`src/common/agen_pkg.sv`:
```
`default_nettype none

// widths shared by the range generators, the 2D chain and the register block.
package agen_pkg;

   // addresses, the row base and both strides are this wide.
   // all address arithmetic wraps modulo 2**ADDR_W.
   localparam int ADDR_W = 16;

   // row and column item counts.
   // a count of zero is not a valid job setting.
   localparam int COUNT_W = 8;

endpackage : agen_pkg

`default_nettype wire

```
`src/common/agen_regs_pkg.sv`:
```
`default_nettype none

// register map of the job settings block.
package agen_regs_pkg;

   localparam int REG_ADDR_W = 3;

   // the first five entries are data registers.
   // any write to REG_CTRL starts a job.
   typedef enum logic [REG_ADDR_W-1:0] {
      REG_ROW_BASE   = 3'd0,
      REG_ROW_STRIDE = 3'd1,
      REG_ROW_COUNT  = 3'd2,
      REG_COL_STRIDE = 3'd3,
      REG_COL_COUNT  = 3'd4,
      REG_CTRL       = 3'd5
   } agen_reg_e;

endpackage : agen_regs_pkg

`default_nettype wire

```
`src/design/agen_2d.sv`:
```
`timescale 1ns/10ps
`default_nettype none

// two chained range generators.
// every row start address from the row generator is the base of one full column
// range. The row item is only taken once its column range has ended, so job_done
// comes up in the same cycle as the last address transfer.
module agen_2d (
   input  logic                         clk,
   input  logic                         rst_n,

   input  logic                         run,
   output logic                         job_done,
   input  logic [agen_pkg::ADDR_W-1:0]  row_base,
   input  logic [agen_pkg::ADDR_W-1:0]  row_stride,
   input  logic [agen_pkg::COUNT_W-1:0] row_count,
   input  logic [agen_pkg::ADDR_W-1:0]  col_stride,
   input  logic [agen_pkg::COUNT_W-1:0] col_count,

   output logic                         addr_valid,
   input  logic                         addr_ready,
   output logic [agen_pkg::ADDR_W-1:0]  addr,
   output logic                         addr_last
);

   import agen_pkg::*;

   logic              row_valid;
   logic [ADDR_W-1:0] row_addr;
   logic              row_eot;
   logic              col_cfg_ready;
   logic              col_eot;

   // row starts only ever step forwards.
   rng #(
      .signed_mode (1'b0)
   ) row_rng_i (
      .clk        (clk),
      .rst_n      (rst_n),
      .cfg_valid  (run),
      .cfg_ready  (job_done),
      .cfg_base   (row_base),
      .cfg_stride (row_stride),
      .cfg_count  (row_count),
      .dout_valid (row_valid),
      .dout_ready (col_cfg_ready),
      .dout_data  (row_addr),
      .dout_eot   (row_eot)
   );

   // the column stride may be negative to walk a row backwards.
   rng #(
      .signed_mode (1'b1)
   ) col_rng_i (
      .clk        (clk),
      .rst_n      (rst_n),
      .cfg_valid  (row_valid),
      .cfg_ready  (col_cfg_ready),
      .cfg_base   (row_addr),
      .cfg_stride (col_stride),
      .cfg_count  (col_count),
      .dout_valid (addr_valid),
      .dout_ready (addr_ready),
      .dout_data  (addr),
      .dout_eot   (col_eot)
   );

   // last column of the last row.
   assign addr_last = col_eot & row_eot;

endmodule : agen_2d

`default_nettype wire

```
`src/design/agen_regs.sv`:
```
`timescale 1ns/10ps
`default_nettype none

// job settings registers with a start command.
// writes are single cycle strobes and are dropped while a job is running, so the
// settings stay stable for the whole job.
module agen_regs (
   input  logic                            clk,
   input  logic                            rst_n,

   input  logic                            reg_wr_en,
   input  logic [agen_regs_pkg::REG_ADDR_W-1:0] reg_addr,
   input  logic [agen_pkg::ADDR_W-1:0]     reg_wdata,

   input  logic                            job_done,

   output logic [agen_pkg::ADDR_W-1:0]     row_base,
   output logic [agen_pkg::ADDR_W-1:0]     row_stride,
   output logic [agen_pkg::ADDR_W-1:0]     col_stride,
   output logic [agen_pkg::COUNT_W-1:0]    row_count,
   output logic [agen_pkg::COUNT_W-1:0]    col_count,
   output logic                            run,
   output logic                            busy
);

   import agen_pkg::*;
   import agen_regs_pkg::*;

   agen_reg_e reg_sel;
   logic      wr_idle;

   assign reg_sel = agen_reg_e'(reg_addr);

   // only writes issued while idle take effect.
   assign wr_idle = reg_wr_en & ~run;

   always_ff @(posedge clk or negedge rst_n) begin
      if (!rst_n) begin
         row_base   <= '0;
         row_stride <= '0;
         row_count  <= '0;
         col_stride <= '0;
         col_count  <= '0;
      end else if (wr_idle) begin
         case (reg_sel)
            REG_ROW_BASE:   row_base   <= reg_wdata;
            REG_ROW_STRIDE: row_stride <= reg_wdata;
            REG_ROW_COUNT:  row_count  <= reg_wdata[COUNT_W-1:0];
            REG_COL_STRIDE: col_stride <= reg_wdata;
            REG_COL_COUNT:  col_count  <= reg_wdata[COUNT_W-1:0];
            default: ;
         endcase
      end
   end

   // run is set by a write to the control register.
   // it drops after the transfer that ends the job.
   always_ff @(posedge clk or negedge rst_n) begin
      if (!rst_n) begin
         run <= 1'b0;
      end else if (job_done) begin
         run <= 1'b0;
      end else if (wr_idle && (reg_sel == REG_CTRL)) begin
         run <= 1'b1;
      end
   end

   assign busy = run;

endmodule : agen_regs

`default_nettype wire

```
`src/design/agen_top.sv`:
```
`timescale 1ns/10ps
`default_nettype none

// top level of the 2D address generator.
// the register block holds the job, the generator streams its addresses.
module agen_top (
   input  logic                                 clk,
   input  logic                                 rst_n,

   input  logic                                 reg_wr_en,
   input  logic [agen_regs_pkg::REG_ADDR_W-1:0] reg_addr,
   input  logic [agen_pkg::ADDR_W-1:0]          reg_wdata,
   output logic                                 busy,

   output logic                                 addr_valid,
   input  logic                                 addr_ready,
   output logic [agen_pkg::ADDR_W-1:0]          addr,
   output logic                                 addr_last
);

   import agen_pkg::*;

   logic [ADDR_W-1:0]  row_base;
   logic [ADDR_W-1:0]  row_stride;
   logic [ADDR_W-1:0]  col_stride;
   logic [COUNT_W-1:0] row_count;
   logic [COUNT_W-1:0] col_count;
   logic               run;
   logic               job_done;

   agen_regs regs_i (
      .clk        (clk),
      .rst_n      (rst_n),
      .reg_wr_en  (reg_wr_en),
      .reg_addr   (reg_addr),
      .reg_wdata  (reg_wdata),
      .job_done   (job_done),
      .row_base   (row_base),
      .row_stride (row_stride),
      .col_stride (col_stride),
      .row_count  (row_count),
      .col_count  (col_count),
      .run        (run),
      .busy       (busy)
   );

   agen_2d gen_i (
      .clk        (clk),
      .rst_n      (rst_n),
      .run        (run),
      .job_done   (job_done),
      .row_base   (row_base),
      .row_stride (row_stride),
      .row_count  (row_count),
      .col_stride (col_stride),
      .col_count  (col_count),
      .addr_valid (addr_valid),
      .addr_ready (addr_ready),
      .addr       (addr),
      .addr_last  (addr_last)
   );

endmodule : agen_top

`default_nettype wire

```
`src/rng/rng.sv`:
```
`timescale 1ns/10ps
`default_nettype none

// range generator.
// it emits base, base + stride, base + 2*stride and so on, cfg_count items in all,
// and flags the last item with dout_eot. The output is combinational from the
// config and the index register, so dout_valid simply follows cfg_valid.
module rng #(
   parameter bit signed_mode = 1'b0
) (
   input  logic                         clk,
   input  logic                         rst_n,

   input  logic                         cfg_valid,
   output logic                         cfg_ready,
   input  logic [agen_pkg::ADDR_W-1:0]  cfg_base,
   input  logic [agen_pkg::ADDR_W-1:0]  cfg_stride,
   input  logic [agen_pkg::COUNT_W-1:0] cfg_count,

   output logic                         dout_valid,
   input  logic                         dout_ready,
   output logic [agen_pkg::ADDR_W-1:0]  dout_data,
   output logic                         dout_eot
);

   import agen_pkg::*;

   logic [COUNT_W-1:0]        idx;
   logic [COUNT_W-1:0]        idx_next;
   logic                      xfer;

   // the product is formed at full width before it is cut back to ADDR_W.
   logic [ADDR_W+COUNT_W-1:0] stride_ext;
   logic [ADDR_W+COUNT_W-1:0] idx_ext;
   logic [ADDR_W+COUNT_W-1:0] offset;

   assign xfer = cfg_valid & dout_ready;

   assign idx_next = idx + 1'b1;

   // the range ends on the item whose successor index reaches the count.
   assign dout_eot = (idx_next == cfg_count);

   // the config is consumed together with its last output item.
   assign cfg_ready = dout_eot & xfer;

   assign dout_valid = cfg_valid;

   // a signed stride is sign extended so that a negative step walks downwards.
   assign stride_ext = signed_mode ? {{COUNT_W{cfg_stride[ADDR_W-1]}}, cfg_stride}
                                   : {{COUNT_W{1'b0}}, cfg_stride};

   assign idx_ext = {{ADDR_W{1'b0}}, idx};

   assign offset = idx_ext * stride_ext;

   // the sum keeps only the low ADDR_W bits and so wraps like the address space.
   assign dout_data = cfg_base + offset[ADDR_W-1:0];

   // the index moves one step per output transfer.
   // it goes back to zero when the last item is taken.
   always_ff @(posedge clk or negedge rst_n) begin
      if (!rst_n) begin
         idx <= '0;
      end else if (xfer) begin
         if (dout_eot) begin
            idx <= '0;
         end else begin
            idx <= idx_next;
         end
      end
   end

endmodule : rng

`default_nettype wire

```
`config.mk`:
```
export PLATFORM = sky130hd
export DESIGN_NAME = agen_top
export DESIGN_NICKNAME = d
export VERILOG_FILES = /design/src/common/agen_pkg.sv /design/src/common/agen_regs_pkg.sv /design/src/design/agen_2d.sv /design/src/design/agen_regs.sv /design/src/design/agen_top.sv /design/src/rng/rng.sv
export SDC_FILE = /design/constraint.sdc
export NUM_CORES = 1
export LEC_CHECK = 0
export ABC_AREA = 1
export ABC_CLOCK_PERIOD_IN_PS = 19500
export BUFFER_PORTS_ARGS = -buffer_cell sky130_fd_sc_hd__buf_2
export CAP_MARGIN = 15
export CORE_AREA = 2 2 193 195
export DETAILED_ROUTE_END_ITERATION = 8
export DIE_AREA = 0 0 195 197
export GPL_ROUTABILITY_DRIVEN = 0
export GPL_TIMING_DRIVEN = 0
export SLEW_MARGIN = 20
export SYNTH_ARGS = -nofsm -noshare
export SYNTH_HDL_FRONTEND = slang
export SYNTH_SLANG_ARGS = --single-unit
export TNS_END_PERCENT = 10
```
`constraint.sdc`:
```
create_clock -name clk -period 19.5 [get_ports clk]
set_clock_uncertainty 0.2 [all_clocks]
set_input_delay 3.9 -clock clk [delete_from_list [all_inputs] [get_ports clk]]
set_output_delay 3.9 -clock clk [all_outputs]
set_load 0.05 [all_outputs]
```
==> impl_metrics.toml <==
[run_status]
status = "finished clean"

[clock_network]
clkTransAtPathRegs_ns = 0.06
postCtsHoldBufs = 0
worst_skew_pair.late_latency_ns = 0.35
cts_inserted_buffers = 9
cts_tree = "built"
clock-sinks = 81
clockBufferDepth = 2
htree_levels = 3
clockRootBuffer = "clkbuf_16"
cts_setup_buffers = 0
ctsResizeCount = 0

[finish]
seq_area_mm2 = 0.00203
area.growth.synth_to_final_pct = 10.8
final_common_cell = "nand2_1"
final_cell_count_no_fill = 1895
fillers = 3980
nets = 1659
antenna_cells = 0
final_layout_size_suffix_gt1_share_pct = 5.82
multi_input_area_mm2 = 0.00668
layout_common_cells = "nand2_1 (416), inv_1 (374), fa_1 (156)"

[floorplan]
fp.dieH_um = 197
core_area_mm2 = 0.0363
die-area_mm2 = 0.0384
start_util_pct = 28.6
num_rows = 70
io_pins = 42
die_w_um = 195

[placement]
dp.cells = 1879
post-dp-hpwl_um = 21800
io_buffer_count = 41

[job]
maxCapViolations = 0

[setup_path]
worstReg2RegStart = "gen_i.row_rng_i.idx[1]"
critPathMostFrequentCell = "fa_1"
worstSetupPathType = "reg -> out"
cp_slowest_cell = "fa_1"
worstPathRequired_ns = 15.40
worst_path_largest_cell_delay_ns = 0.58
path_delay_family = "adder cells"
cp_max_fo = 10
critical_path_buf_inv_count = 6
crit_chain = "buf_4 -> clkbuf_1 -> nand2_1 -> fa_1 -> inv_1 -> fa_1 -> fa_1 -> fa_1 -> fa_1 -> inv_1 -> fa_1 -> inv_1 -> ha_1 -> a21o_1 -> nand3_1 -> o211ai_1 -> nor2_1 -> nand3_1 -> nand2_1 -> buf_2"
crit_path_end_kind = "primary output"
critPathLaunchType = "flip-flop"
cp.arrival_ns = 6.54
startpoint = "gen_i.col_rng_i.idx[2]"

[grt]
grt_pass1_vias = 8542
grt_overflow = 0
antenna_found_initial = 1
grt_max_degree = 49
track_usage_pct = 14.5
grt_pass1_wl_um = 43800

[yosys]
synth_edf_count = 0
ys_ff_latch = 81
synth_ff_type = "dfrtp_1"
synth_warnings = 0
avgSynthCellArea_um2 = 7.58
netlist_area_mm2 = 0.0104
synth-async-reset-ratio_pct = 100
yosysSeqAreaShare_pct = 19.5
synth_nets = 1606
ys_types = 37
synth_area_leaders = "fa_1 (30%), dfrtp_1 (20%), nand2_1 (15%), inv_1 (14%), ha_1 (7.0%)"
netlist.area_leader.share_pct = 30.1
synthCells = 1369
yosysTopAreaCell = "fa_1"

[route]
vias = 8340
routed_via_density = 4.40
postRouteAntennaNets = 0
drt-initial-drc-count = 453
drcViolationCount = 0
routed_wl_um = 26300
first_pass_iters = 5
wire_per_inst_um = 13.9

[timing]
final-max-slew-violation-count = 0
max_freq_mhz = 94.0
final-setup-viol-count = 0
hold_viol = 0
tightest_slew_ns = 0.624
rsz0062_at_grt = "false"
tns_ns = 0
maxSlewHeadroom_pct = 58.4
period_needed_ns = 10.64
period_share_pct = 54.6

[hold_path]
hp-class = "reg -> reg"
hold_start = "regs_i.row_base[8]"
==> metrics by stage <==
stage               utilization (%)  hold slack (ns)  instance area [um^2]  setup WS, ns
finish                         31.7            0.284                 11500          8.86
global route                   31.7            0.320                 11500          8.60
CTS                            31.7            0.288                 11500          8.86
detailed placement             30.9            0.273                 11200          9.26
global placement               30.8            0.271                 11200          9.30
floorplan                         -            0.253                 10400          9.61
==> Yosys cell counts (3+ instances only) <==
cell / instances
nand2_1: 416
clkbuf_1: 43
buf_1: 6
xnor2_1: 11
a21oi_1: 10
inv_1: 374
o21ai_1: 8
fa_1: 156
buf_4: 3
ha_1: 58
xor2_1: 12
nand3b_1: 3
nand3_1: 52
dfrtp_1: 81
o21ai_0: 73
nor2_1: 23
nand4_1: 5
a21o_1: 4
buf_2: 9
==> worst paths after layout <==
path                                                to  slack (ns)  cells after the start
worst max-delay path                          addr[15]        8.86                     20
worst min-delay path                regs_i.row_base[8]        0.28                      2
worst max register to register             regs_i.busy       17.20                     11
worst min register to register      regs_i.row_base[8]        0.28                      2
max in group asynchronous         regs_i.col_stride[2]       15.18                      2
min in group asynchronous       gen_i.col_rng_i.idx[7]        3.32                      1
==> metal layers <==
layer,wire length [um],global-route usage [%]
met5,0,0
met4,608,4.47
met3,1280,1.61
met2,12000,23.7
met1,12400,20.3
==> registers in the layout (all words and copies together), names as in the netlist <==
register / flops
gen_i.col_rng_i.idx: 8
regs_i.col_count: 8
regs_i.row_count: 8
gen_i.row_rng_i.idx: 8
regs_i.busy: 1
regs_i.row_base: 16
regs_i.row_stride: 16
regs_i.col_stride: 16
==> worst reg2reg max path, cell delays in order (launching register included) <==
cell and delay [ns]:
dfrtp_1 0.35, buf_2 0.25, nand3_1 0.17, nor2_1 0.21, nand2_1 0.08, nand2_1 0.06
nand2_1 0.08, xnor2_1 0.13, nor2_1 0.09, nand3_1 0.30, nor2_1 0.22, nor2_1 0.06
==> cell type report <==
type	count	area share, %
plain buffers	62	2.29
flip-flops and latches	81	17.6
inverters	375	12.3
well taps	468	5.10
clock buffers	10	1.99
clock inverters	6	0.588
multi-input cells	851	58.1
repair buffers	42	2.05
==> logic make-up after synthesis <==
kind of cell | Yosys count | share of synthesized area, %
xor+xnor | 24 | 2.10
fa+ha+maj | 214 | 37.1
simple gates | 511 | 19.9
buf+inv | 437 | 16.1
compound gates | 102 | 5.24
flops | 81 | 19.5
Power is not shown: default switching activity piles up to over one toggle a cycle in this logic, so the estimate is an artifact.
